File: config.mk
export PLATFORM = sky130hd
export DESIGN_NAME = rvCore
export DESIGN_NICKNAME = d
export VERILOG_FILES = /design/src/hdl/rvPkg.sv /design/src/hdl/ctrlIf.sv /design/src/hdl/decoder.sv /design/src/hdl/regFile.sv /design/src/hdl/csrFile.sv /design/src/hdl/alu.sv /design/src/hdl/loadStore.sv /design/src/hdl/rvCore.sv
export SDC_FILE = /design/constraint.sdc
export NUM_CORES = 2
export LEC_CHECK = 0
export CORE_ASPECT_RATIO = 1.2
export CORE_MARGIN = 4
export CORE_UTILIZATION = 50
export DETAILED_ROUTE_END_ITERATION = 8
export DONT_BUFFER_PORTS = 1
export GPL_TIMING_DRIVEN = 0
export SYNTH_ARGS = -nofsm -noshare
export SYNTH_HDL_FRONTEND = slang
export SYNTH_HIERARCHICAL = 1
export SYNTH_SLANG_ARGS = --single-unit
File: constraint.sdc
create_clock -name clk -period 20.2 [get_ports clk]
set_input_delay 4.04 -clock clk [delete_from_list [all_inputs] [get_ports clk]]
set_output_delay 4.04 -clock clk [all_outputs]
set_load 0.01 [all_outputs]
File: src/hdl/rvPkg.sv
package rvPkg;

  localparam int xlen = 32;
  localparam int regAddrW = 5;
  localparam logic [xlen-1:0] resetPc = 32'h80000000;

  // RV32I major opcodes
  typedef enum logic [6:0] {
    opcLui    = 7'b0110111,
    opcAuipc  = 7'b0010111,
    opcJal    = 7'b1101111,
    opcJalr   = 7'b1100111,
    opcBranch = 7'b1100011,
    opcLoad   = 7'b0000011,
    opcStore  = 7'b0100011,
    opcImm    = 7'b0010011,
    opcOp     = 7'b0110011,
    opcSystem = 7'b1110011
  } opcodeE;

  typedef enum logic [3:0] {
    aluAdd, aluSub, aluSll, aluSlt,
    aluSltu, aluXor, aluSrl, aluSra,
    aluOr, aluAnd, aluPassB
  } aluOpE;

  typedef enum logic {
    aSelReg,
    aSelPc
  } aSelE;

  typedef enum logic [1:0] {
    bSelReg,
    bSelImm,
    bSelCsr
  } bSelE;

  typedef enum logic [1:0] {
    wbMem,
    wbAlu,
    wbPc4,
    wbCsr
  } wbSelE;

  // also carries the store width
  typedef enum logic [2:0] {
    extWord,
    extByteS,
    extHalfS,
    extByteU,
    extHalfU
  } memExtE;

  typedef enum logic [11:0] {
    csrMstatus = 12'h300,
    csrMtvec   = 12'h305,
    csrMepc    = 12'h341,
    csrMcause  = 12'h342
  } csrAddrE;

  localparam logic [xlen-1:0] trapCauseEcall = 32'd11;

endpackage

File: src/hdl/ctrlIf.sv
interface ctrlIf import rvPkg::*; ();

  logic [xlen-1:0] imm;
  aluOpE aluOp;
  aSelE aSel;
  bSelE bSel;
  wbSelE wbSel;
  logic regWrite;
  logic memRead;
  logic memWrite;
  memExtE memExt;
  logic branch;
  logic [2:0] branchFunct;
  logic jump;
  logic csrEn;
  logic csrSet;
  logic ecall;
  logic mret;
  logic ebreak;

  modport decoder (
    output imm, aluOp, aSel, bSel, wbSel,
    output regWrite, memRead, memWrite, memExt,
    output branch, branchFunct, jump,
    output csrEn, csrSet, ecall, mret, ebreak
  );

  modport datapath (
    input imm, aluOp, aSel, bSel, wbSel,
    input regWrite, memRead, memWrite, memExt,
    input branch, branchFunct, jump,
    input csrEn, csrSet, ecall, mret, ebreak
  );

endinterface

File: src/hdl/decoder.sv
module decoder import rvPkg::*; (
  input logic [31:0] inst,
  ctrlIf.decoder ctrl
);

  logic [6:0] opcode;
  logic [2:0] funct3;
  logic [6:0] funct7;
  logic funct7Ok;
  logic [xlen-1:0] immI;
  logic [xlen-1:0] immS;
  logic [xlen-1:0] immB;
  logic [xlen-1:0] immU;
  logic [xlen-1:0] immJ;

  function automatic aluOpE aluFromFunct(input logic [2:0] f3, input logic alt);
    case (f3)
      3'b000: return alt ? aluSub : aluAdd;
      3'b001: return aluSll;
      3'b010: return aluSlt;
      3'b011: return aluSltu;
      3'b100: return aluXor;
      3'b101: return alt ? aluSra : aluSrl;
      3'b110: return aluOr;
      default: return aluAnd;
    endcase
  endfunction

  assign opcode = inst[6:0];
  assign funct3 = inst[14:12];
  assign funct7 = inst[31:25];

  // funct7 = 0x20 only legal for sub and sra
  assign funct7Ok = (funct7 == 7'h00) ||
                    (funct7 == 7'h20 && (funct3 == 3'b000 || funct3 == 3'b101));

  assign immI = {{20{inst[31]}}, inst[31:20]};
  assign immS = {{20{inst[31]}}, inst[31:25], inst[11:7]};
  assign immB = {{19{inst[31]}}, inst[31], inst[7], inst[30:25], inst[11:8], 1'b0};
  assign immU = {inst[31:12], 12'b0};
  assign immJ = {{11{inst[31]}}, inst[31], inst[19:12], inst[20], inst[30:21], 1'b0};

  always_comb begin
    ctrl.imm = '0;
    ctrl.aluOp = aluAdd;
    ctrl.aSel = aSelReg;
    ctrl.bSel = bSelReg;
    ctrl.wbSel = wbAlu;
    ctrl.regWrite = 1'b0;
    ctrl.memRead = 1'b0;
    ctrl.memWrite = 1'b0;
    ctrl.memExt = extWord;
    ctrl.branch = 1'b0;
    ctrl.branchFunct = funct3;
    ctrl.jump = 1'b0;
    ctrl.csrEn = 1'b0;
    ctrl.csrSet = 1'b0;
    ctrl.ecall = 1'b0;
    ctrl.mret = 1'b0;
    ctrl.ebreak = 1'b0;
    case (opcode)
      opcLui: begin
        ctrl.imm = immU;
        ctrl.bSel = bSelImm;
        ctrl.aluOp = aluPassB;
        ctrl.regWrite = 1'b1;
      end
      opcAuipc: begin
        ctrl.imm = immU;
        ctrl.aSel = aSelPc;
        ctrl.bSel = bSelImm;
        ctrl.regWrite = 1'b1;
      end
      opcJal: begin
        ctrl.imm = immJ;
        ctrl.aSel = aSelPc;
        ctrl.bSel = bSelImm;
        ctrl.wbSel = wbPc4;
        ctrl.jump = 1'b1;
        ctrl.regWrite = 1'b1;
      end
      opcJalr: begin
        ctrl.imm = immI;
        ctrl.bSel = bSelImm;
        ctrl.wbSel = wbPc4;
        ctrl.jump = (funct3 == 3'b000);
        ctrl.regWrite = (funct3 == 3'b000);
      end
      opcBranch: begin
        ctrl.imm = immB;
        ctrl.aSel = aSelPc;
        ctrl.bSel = bSelImm;
        ctrl.branch = (funct3 != 3'b010) && (funct3 != 3'b011);
      end
      opcLoad: begin
        ctrl.imm = immI;
        ctrl.bSel = bSelImm;
        ctrl.wbSel = wbMem;
        ctrl.memRead = 1'b1;
        case (funct3)
          3'b000: ctrl.memExt = extByteS;
          3'b001: ctrl.memExt = extHalfS;
          3'b010: ctrl.memExt = extWord;
          3'b100: ctrl.memExt = extByteU;
          3'b101: ctrl.memExt = extHalfU;
          default: ctrl.memRead = 1'b0;
        endcase
        ctrl.regWrite = ctrl.memRead;
      end
      opcStore: begin
        ctrl.imm = immS;
        ctrl.bSel = bSelImm;
        ctrl.memWrite = (funct3 == 3'b000) || (funct3 == 3'b001) || (funct3 == 3'b010);
        ctrl.memExt = (funct3 == 3'b000) ? extByteU :
                      (funct3 == 3'b001) ? extHalfU : extWord;
      end
      opcImm: begin
        ctrl.imm = immI;
        ctrl.bSel = bSelImm;
        ctrl.aluOp = aluFromFunct(funct3, funct3 == 3'b101 && inst[30]);
        // shift immediates carry funct7
        ctrl.regWrite = (funct3 != 3'b001 && funct3 != 3'b101) || funct7Ok;
      end
      opcOp: begin
        ctrl.aluOp = aluFromFunct(funct3, inst[30]);
        ctrl.regWrite = funct7Ok;
      end
      opcSystem: begin
        case (funct3)
          3'b000: begin
            ctrl.ecall = (inst[31:7] == 25'h0);
            ctrl.ebreak = (inst[31:7] == {12'h001, 13'h0});
            ctrl.mret = (inst[31:7] == {12'h302, 13'h0});
          end
          3'b001, 3'b010: begin
            // csrrw / csrrs, old value to rd
            ctrl.csrEn = 1'b1;
            ctrl.csrSet = funct3[1];
            ctrl.bSel = bSelCsr;
            ctrl.aluOp = aluPassB;
            ctrl.wbSel = wbCsr;
            ctrl.regWrite = 1'b1;
          end
          default: ;
        endcase
      end
      default: ;
    endcase
  end

endmodule

File: src/hdl/regFile.sv
module regFile import rvPkg::*; (
  input logic clk,
  input logic arstN,
  input logic [regAddrW-1:0] readAddrA,
  input logic [regAddrW-1:0] readAddrB,
  input logic [regAddrW-1:0] writeAddr,
  input logic [xlen-1:0] writeData,
  input logic writeEn,
  output logic [xlen-1:0] readDataA,
  output logic [xlen-1:0] readDataB
);

  // no storage for x0
  logic [xlen-1:0] regs [1:(1 << regAddrW) - 1];

  always_ff @(posedge clk or negedge arstN) begin
    if (!arstN) begin
      for (int i = 1; i < (1 << regAddrW); i++) begin
        regs[i] <= '0;
      end
    end else if (writeEn && writeAddr != '0) begin
      regs[writeAddr] <= writeData;
    end
  end

  assign readDataA = (readAddrA == '0) ? '0 : regs[readAddrA];
  assign readDataB = (readAddrB == '0) ? '0 : regs[readAddrB];

endmodule

File: src/hdl/csrFile.sv
module csrFile import rvPkg::*; (
  input logic clk,
  input logic arstN,
  ctrlIf.datapath ctrl,
  input logic [11:0] csrAddr,
  input logic [xlen-1:0] writeData,
  input logic [xlen-1:0] pc,
  input logic retireEn,
  output logic [xlen-1:0] readData,
  output logic [xlen-1:0] mtvec,
  output logic [xlen-1:0] mepc
);

  logic [xlen-1:0] mstatus;
  logic [xlen-1:0] mcause;
  logic [xlen-1:0] newValue;

  always_comb begin
    case (csrAddr)
      csrMstatus: readData = mstatus;
      csrMtvec: readData = mtvec;
      csrMepc: readData = mepc;
      csrMcause: readData = mcause;
      default: readData = '0;
    endcase
  end

  // csrrs sets bits, csrrw replaces
  assign newValue = ctrl.csrSet ? (readData | writeData) : writeData;

  always_ff @(posedge clk or negedge arstN) begin
    if (!arstN) begin
      mstatus <= '0;
      mtvec <= '0;
      mepc <= '0;
      mcause <= '0;
    end else if (retireEn) begin
      if (ctrl.ecall) begin
        mepc <= pc;
        mcause <= trapCauseEcall;
      end else if (ctrl.csrEn) begin
        case (csrAddr)
          csrMstatus: mstatus <= newValue;
          csrMtvec: mtvec <= newValue;
          csrMepc: mepc <= newValue;
          csrMcause: mcause <= newValue;
          default: ;
        endcase
      end
    end
  end

endmodule

File: src/hdl/alu.sv
module alu import rvPkg::*; (
  ctrlIf.datapath ctrl,
  input logic [xlen-1:0] regA,
  input logic [xlen-1:0] regB,
  input logic [xlen-1:0] pc,
  input logic [xlen-1:0] csrValue,
  output logic [xlen-1:0] result,
  output logic branchTaken
);

  logic [xlen-1:0] opA;
  logic [xlen-1:0] opB;
  logic [4:0] shamt;
  logic isEq;
  logic isLt;
  logic isLtu;
  logic cond;

  assign opA = (ctrl.aSel == aSelPc) ? pc : regA;

  always_comb begin
    case (ctrl.bSel)
      bSelImm: opB = ctrl.imm;
      bSelCsr: opB = csrValue;
      default: opB = regB;
    endcase
  end

  assign shamt = opB[4:0];

  always_comb begin
    case (ctrl.aluOp)
      aluSub: result = opA - opB;
      aluSll: result = opA << shamt;
      aluSlt: result = {{(xlen-1){1'b0}}, $signed(opA) < $signed(opB)};
      aluSltu: result = {{(xlen-1){1'b0}}, opA < opB};
      aluXor: result = opA ^ opB;
      aluSrl: result = opA >> shamt;
      aluSra: result = $signed(opA) >>> shamt;
      aluOr: result = opA | opB;
      aluAnd: result = opA & opB;
      aluPassB: result = opB;
      default: result = opA + opB;
    endcase
  end

  // branch comparator works on the registers, not the ALU operands
  assign isEq = (regA == regB);
  assign isLt = ($signed(regA) < $signed(regB));
  assign isLtu = (regA < regB);

  always_comb begin
    case (ctrl.branchFunct)
      3'b000: cond = isEq;
      3'b001: cond = !isEq;
      3'b100: cond = isLt;
      3'b101: cond = !isLt;
      3'b110: cond = isLtu;
      3'b111: cond = !isLtu;
      default: cond = 1'b0;
    endcase
  end

  assign branchTaken = ctrl.branch && cond;

endmodule

File: src/hdl/loadStore.sv
module loadStore import rvPkg::*; (
  ctrlIf.datapath ctrl,
  input logic [xlen-1:0] addr,
  input logic [xlen-1:0] storeData,
  input logic [xlen-1:0] memRdata,
  output logic [xlen-1:0] memWdata,
  output logic [xlen-1:0] loadData,
  output logic [3:0] memWmask
);

  logic [1:0] offset;
  logic [3:0] laneMask;
  logic [7:0] lane8;
  logic [15:0] lane16;
  logic [xlen-1:0] extended;

  assign offset = addr[1:0];

  // store data replicated over all lanes
  always_comb begin
    case (ctrl.memExt)
      extByteS, extByteU: begin
        memWdata = {4{storeData[7:0]}};
        laneMask = 4'b0001 << offset;
      end
      extHalfS, extHalfU: begin
        memWdata = {2{storeData[15:0]}};
        laneMask = 4'b0011 << {offset[1], 1'b0};
      end
      default: begin
        memWdata = storeData;
        laneMask = 4'b1111;
      end
    endcase
  end

  assign memWmask = ctrl.memWrite ? laneMask : 4'b0000;

  assign lane8 = memRdata[{offset, 3'b000} +: 8];
  assign lane16 = memRdata[{offset[1], 4'b0000} +: 16];

  always_comb begin
    case (ctrl.memExt)
      extByteS: extended = {{24{lane8[7]}}, lane8};
      extHalfS: extended = {{16{lane16[15]}}, lane16};
      extByteU: extended = {24'd0, lane8};
      extHalfU: extended = {16'd0, lane16};
      default: extended = memRdata;
    endcase
  end

  assign loadData = ctrl.memRead ? extended : '0;

endmodule

File: src/hdl/rvCore.sv
module rvCore import rvPkg::*; (
  input logic clk,
  input logic arstN,
  input logic [xlen-1:0] imemData,
  input logic [xlen-1:0] dmemRdata,
  output logic [xlen-1:0] imemAddr,
  output logic [xlen-1:0] dmemAddr,
  output logic [xlen-1:0] dmemWdata,
  output logic [3:0] dmemWmask,
  output logic dmemWe,
  output logic halt
);

  ctrlIf ctrl ();

  logic [xlen-1:0] pc;
  logic [xlen-1:0] pcPlus4;
  logic [xlen-1:0] nextPc;
  logic [xlen-1:0] regA;
  logic [xlen-1:0] regB;
  logic [xlen-1:0] aluResult;
  logic [xlen-1:0] csrRead;
  logic [xlen-1:0] mtvec;
  logic [xlen-1:0] mepc;
  logic [xlen-1:0] loadData;
  logic [xlen-1:0] wbData;
  logic branchTaken;
  logic retireEn;

  assign retireEn = !halt;
  assign pcPlus4 = pc + 32'd4;

  always_comb begin
    if (ctrl.mret) begin
      nextPc = mepc;
    end else if (ctrl.ecall) begin
      nextPc = mtvec;
    end else if (ctrl.jump || branchTaken) begin
      nextPc = {aluResult[xlen-1:1], 1'b0};
    end else begin
      nextPc = pcPlus4;
    end
  end

  // pc stays on the ebreak once halted
  always_ff @(posedge clk or negedge arstN) begin
    if (!arstN) begin
      pc <= resetPc;
      halt <= 1'b0;
    end else if (retireEn) begin
      if (ctrl.ebreak) begin
        halt <= 1'b1;
      end else begin
        pc <= nextPc;
      end
    end
  end

  always_comb begin
    case (ctrl.wbSel)
      wbMem: wbData = loadData;
      wbPc4: wbData = pcPlus4;
      wbCsr: wbData = csrRead;
      default: wbData = aluResult;
    endcase
  end

  decoder decoder_i (
    .inst(imemData),
    .ctrl(ctrl)
  );

  regFile regFile_i (
    .clk(clk),
    .arstN(arstN),
    .readAddrA(imemData[19:15]),
    .readAddrB(imemData[24:20]),
    .writeAddr(imemData[11:7]),
    .writeData(wbData),
    .writeEn(ctrl.regWrite && retireEn),
    .readDataA(regA),
    .readDataB(regB)
  );

  csrFile csrFile_i (
    .clk(clk),
    .arstN(arstN),
    .ctrl(ctrl),
    .csrAddr(imemData[31:20]),
    .writeData(regA),
    .pc(pc),
    .retireEn(retireEn),
    .readData(csrRead),
    .mtvec(mtvec),
    .mepc(mepc)
  );

  alu alu_i (
    .ctrl(ctrl),
    .regA(regA),
    .regB(regB),
    .pc(pc),
    .csrValue(csrRead),
    .result(aluResult),
    .branchTaken(branchTaken)
  );

  loadStore loadStore_i (
    .ctrl(ctrl),
    .addr(aluResult),
    .storeData(regB),
    .memRdata(dmemRdata),
    .memWdata(dmemWdata),
    .loadData(loadData),
    .memWmask(dmemWmask)
  );

  assign imemAddr = pc;
  assign dmemAddr = aluResult;
  // no stores while in reset
  assign dmemWe = ctrl.memWrite && retireEn && arstN;

endmodule

==> run_summary.xml <==
<?xml version="1.0" encoding="UTF-8"?>
<metrics>
  <group name="cells_and_area">
    <metric name="nNetsFinal" unit="">7355</metric>
    <metric name="mostFrequentLayoutCell" unit="">sky130_fd_sc_hd__dfrtp_1</metric>
    <metric name="most-common-layout-cells" unit="">sky130_fd_sc_hd__dfrtp_1, sky130_fd_sc_hd__mux2_2, sky130_fd_sc_hd__nand2_1</metric>
    <metric name="final_layout_size_suffix_gt1_share" unit="%">30.09</metric>
    <metric name="number_of_standard_cells_in_the_final_layout_excluding_fillers" unit="">9287</metric>
    <metric name="layout-area-overhead-vs-synth" unit="%">9.886</metric>
    <metric name="final_core_utilization" unit="%">55.39</metric>
  </group>
  <group name="critical_path">
    <metric name="crit_fanout" unit="">11</metric>
    <metric name="startpoint_type" unit="">input port</metric>
    <metric name="critPathMostFrequentCell" unit="">sky130_fd_sc_hd__clkbuf_1</metric>
    <metric name="critical_path.reg2reg.startpoint" unit="">regFile_i/regs[772]$_DFFE_PN0P_</metric>
    <metric name="buffering_stage_count_on_the_worst_path_with_inverters_included" unit="">8</metric>
    <metric name="cp_startpoint" unit="">imemData[23]</metric>
    <metric name="cpPeakStageDelay" unit="ps">790</metric>
    <metric name="crit_path_top_delay_cell" unit="">sky130_fd_sc_hd__clkbuf_1</metric>
    <metric name="setup.worst_path.end_class" unit="">output pin</metric>
    <metric name="arrival_time_of_the_worst_setup_path" unit="ps">15530</metric>
    <metric name="timing_worst_setup_path_type" unit="">in -&gt; out</metric>
    <metric name="timing.critical_path.required" unit="ps">16160</metric>
    <metric name="crit_family" unit="">compound AO/OA/AOI/OAI gates</metric>
  </group>
  <group name="synthesis">
    <metric name="postSynth.topFlopCell" unit="">sky130_fd_sc_hd__dfrtp_1</metric>
    <metric name="synth_cell_types" unit="">116</metric>
    <metric name="post-synth-top-area-fraction" unit="%">37.42</metric>
    <metric name="mean_area_per_synthesized_cell" unit="um^2">11.03</metric>
    <metric name="yosys-top-cells-area" unit="">sky130_fd_sc_hd__dfrtp_1, sky130_fd_sc_hd__mux2_2, sky130_fd_sc_hd__mux4_2, sky130_fd_sc_hd__mux2i_1, sky130_fd_sc_hd__a21oi_1</metric>
    <metric name="synth-seq-cells" unit="">1153</metric>
    <metric name="seq_area_frac_synth" unit="%">37.45</metric>
    <metric name="netlist_area" unit="mm^2">0.07704</metric>
    <metric name="synth_fp_nets" unit="">7182</metric>
    <metric name="yosys_warnings" unit="">6</metric>
    <metric name="post_synth_edffs" unit="">0</metric>
    <metric name="cell_type_contributing_the_most_total_cell_area_after_synthesis" unit="">sky130_fd_sc_hd__dfrtp_1</metric>
    <metric name="async_reset_ff_share" unit="%">100.0</metric>
    <metric name="number_of_cells_produced_by_synthesis" unit="">6982</metric>
  </group>
  <group name="clock_tree">
    <metric name="tritoncts_num_sinks" unit="">1153</metric>
    <metric name="cts_setup_buffers" unit="">0</metric>
    <metric name="clk_transition_reported_paths" unit="ps">60</metric>
    <metric name="root_buffer" unit="">sky130_fd_sc_hd__clkbuf_16</metric>
    <metric name="cts_max_level" unit="">3</metric>
    <metric name="clock_path_buffers" unit="">3</metric>
    <metric name="cts_buffers" unit="">121</metric>
    <metric name="cts.hold.buffers_added" unit="">0</metric>
    <metric name="post_cts.resized_instances" unit="">0</metric>
    <metric name="tritoncts" unit="">yes</metric>
    <metric name="worstSkewPairLatency" unit="ps">840</metric>
  </group>
  <group name="outcome">
    <metric name="outcome" unit="">complete, but fails checks</metric>
    <metric name="failed_checks" unit="">capacitance limit, slew limit</metric>
  </group>
  <group name="route">
    <metric name="drt_iter0_drc" unit="">10280</metric>
    <metric name="drt-wirelength-per-cell" unit="um">45.94</metric>
    <metric name="detail_route.first_pass.iterations" unit="">9</metric>
    <metric name="postRouteWirelength" unit="um">426700</metric>
    <metric name="vias" unit="">70360</metric>
    <metric name="drc_errors" unit="">0</metric>
    <metric name="detail-route-antenna-nets" unit="">0</metric>
    <metric name="vias_per_cell" unit="">7.576</metric>
  </group>
  <group name="global_route">
    <metric name="grt_start_max_net_pins" unit="">235</metric>
    <metric name="grt_usage" unit="%">52.33</metric>
    <metric name="grt_antenna_before_repair" unit="">44</metric>
    <metric name="grt_pass1_vias" unit="">67920</metric>
    <metric name="wire_length_of_the_first_global_routing_pass" unit="um">576900</metric>
    <metric name="grt.overflow.total" unit="">0</metric>
  </group>
  <group name="sta">
    <metric name="hold_viol" unit="">0</metric>
    <metric name="max_clock_freq" unit="GHz">0.05110</metric>
    <metric name="finalMaxSlewViolations" unit="">187</metric>
    <metric name="setup_viol" unit="">0</metric>
    <metric name="slew_headroom" unit="%">-22.99</metric>
    <metric name="period_minus_ws_final" unit="ps">19570</metric>
    <metric name="rsz_0062_raised_after_global_routing" unit="">no</metric>
    <metric name="timing.clock.skew" unit="ps">87.47</metric>
    <metric name="final_layout_setup_total_negative_slack" unit="ps">0</metric>
    <metric name="final.period_utilization" unit="%">96.87</metric>
    <metric name="worst_slew_pin_slew" unit="ps">1845</metric>
  </group>
  <group name="floorplanning">
    <metric name="floorplan.die.height" unit="um">438</metric>
    <metric name="floorplan.rows" unit="">157</metric>
    <metric name="start_util" unit="%">50.41</metric>
    <metric name="core" unit="mm^2">0.1528</metric>
    <metric name="floorplan.die_area" unit="mm^2">0.1605</metric>
    <metric name="die-width" unit="um">366.3</metric>
    <metric name="io_pins" unit="">168</metric>
  </group>
  <group name="placed_design">
    <metric name="dp_hpwl" unit="um">324600</metric>
    <metric name="port-buffer-count" unit="">0</metric>
    <metric name="finalWeightedCongestion" unit="">1.108</metric>
    <metric name="place_inst" unit="">9005</metric>
  </group>
  <group name="min_path">
    <metric name="worstHoldPathType" unit="">reg -&gt; reg</metric>
    <metric name="min-delay-start" unit="">csrFile_i/mcause[13]$_DFFE_PN0P_</metric>
  </group>
  <group name="pwr">
    <metric name="p_per_area" unit="mW/mm^2">77.02</metric>
    <metric name="peakVddDrop" unit="uV">78.15</metric>
    <metric name="p_leak" unit="nW">37.74</metric>
  </group>
  <group name="run">
    <metric name="drv_cap" unit="">36</metric>
  </group>
</metrics>
[per-stage QoR]
step                      worst slack, ps  hold slack [ps]  total power, mW  cell area [um^2]
after floorplan                      6387            442.9            3.246             77040
after global placement              702.8            455.1            3.933             79530
after detailed placement             1419            467.2            4.011             80120
after CTS                            1419            481.0            6.391             84380
after global routing                 1068            498.0            6.614             84580
final                               631.5            481.3            6.520             84660
[path summary, 6_finish.rpt]
check,slack [ps],end,depth (start not counted)
setup / recovery,630,dmemWmask[2],28
hold reg to reg,480,csrFile_i/mcause[13]$_DFFE_PN0P_,2
min in group asynchronous,2910,csrFile_i/mcause[4]$_DFFE_PN0P_,0
setup reg to reg,6950,regFile_i/regs[662]$_DFFE_PN0P_,31
max in group asynchronous,14240,regFile_i/regs[304]$_DFFE_PN0P_,3
hold / removal,480,csrFile_i/mcause[13]$_DFFE_PN0P_,2
[per-layer routing]
layer	GRT usage, %	part of all wire, %	routed length, um
met1	54.66	32	135000
met4	58.14	15	62470
met2	76.45	42	179400
met5	2.885	0.047	202
met3	20.16	12	49600
[cells in the mapped netlist (81+ instances only)]
| cell | n |
|---|---|
| sky130_fd_sc_hd__mux2_2 | 1129 |
| sky130_fd_sc_hd__a21oi_1 | 438 |
| sky130_fd_sc_hd__nand2_1 | 458 |
| sky130_fd_sc_hd__nor2_1 | 347 |
| sky130_fd_sc_hd__ha_1 | 132 |
| sky130_fd_sc_hd__inv_1 | 143 |
| sky130_fd_sc_hd__a221oi_1 | 127 |
| sky130_fd_sc_hd__nand3_1 | 94 |
| sky130_fd_sc_hd__a22oi_1 | 81 |
| sky130_fd_sc_hd__clkbuf_1 | 343 |
| sky130_fd_sc_hd__o21ai_0 | 317 |
| sky130_fd_sc_hd__nor3_1 | 87 |
| sky130_fd_sc_hd__nor2b_1 | 116 |
| sky130_fd_sc_hd__dfrtp_1 | 1152 |
| sky130_fd_sc_hd__buf_2 | 198 |
| sky130_fd_sc_hd__mux4_2 | 418 |
| sky130_fd_sc_hd__mux2i_1 | 239 |
[registers in the layout, summed over array words and instances, names as in the netlist]
signal,count
csrFile_i/mepc,32
imemAddr,32
csrFile_i/mstatus,32
halt,1
csrFile_i/mtvec,32
csrFile_i/mcause,32
regFile_i/regs,992
[report_power, final]
group          leakage [nW]  switching, mW  internal, mW
Sequential             16.0          0.174          2.39
Clock                  2.09           1.03          1.38
Combinational          19.7           1.12         0.417
Total                  37.7           2.33          4.19
[worst register-to-register path: cells and delay by family (launching register included)]
kind,cells,cell delay [ps]
AOI/OAI and AO/OA,17,7330
adders and majority gates,1,400
buffers and inverters,6,3220
DFF,1,390
muxes,4,1410
and+or+nand+nor,3,450
[cell type report]
type                            instances  area, um^2
Fill cell                           13430       68170
Multi-Input combinational cell       5003       44610
Sequential cell                      1153       28850
Clock buffer                          173        3513
Buffer                                677        3173
Tap cell                             1987        2486
Clock inverter                         51       742.0
Timing Repair Buffer                   50       615.6
Inverter                              149       559.3
Antenna cell                           44       110.1
[cell families (layout without fill, tap and decap cells)]
family / after synthesis / in the layout / synth area share (%)
buf+inv: 826 / 1100 / 4.840
flops: 1153 / 1153 / 37.45
mux: 1798 / 1798 / 32.00
compound gates: 1642 / 1642 / 14.23
simple gates: 1383 / 1383 / 8.752
xor+xnor: 46 / 46 / 0.5327
fa+ha+maj: 134 / 134 / 2.196
other cells: 0 / 44 / 0
Note: power is estimated with default switching activity, not from simulation.
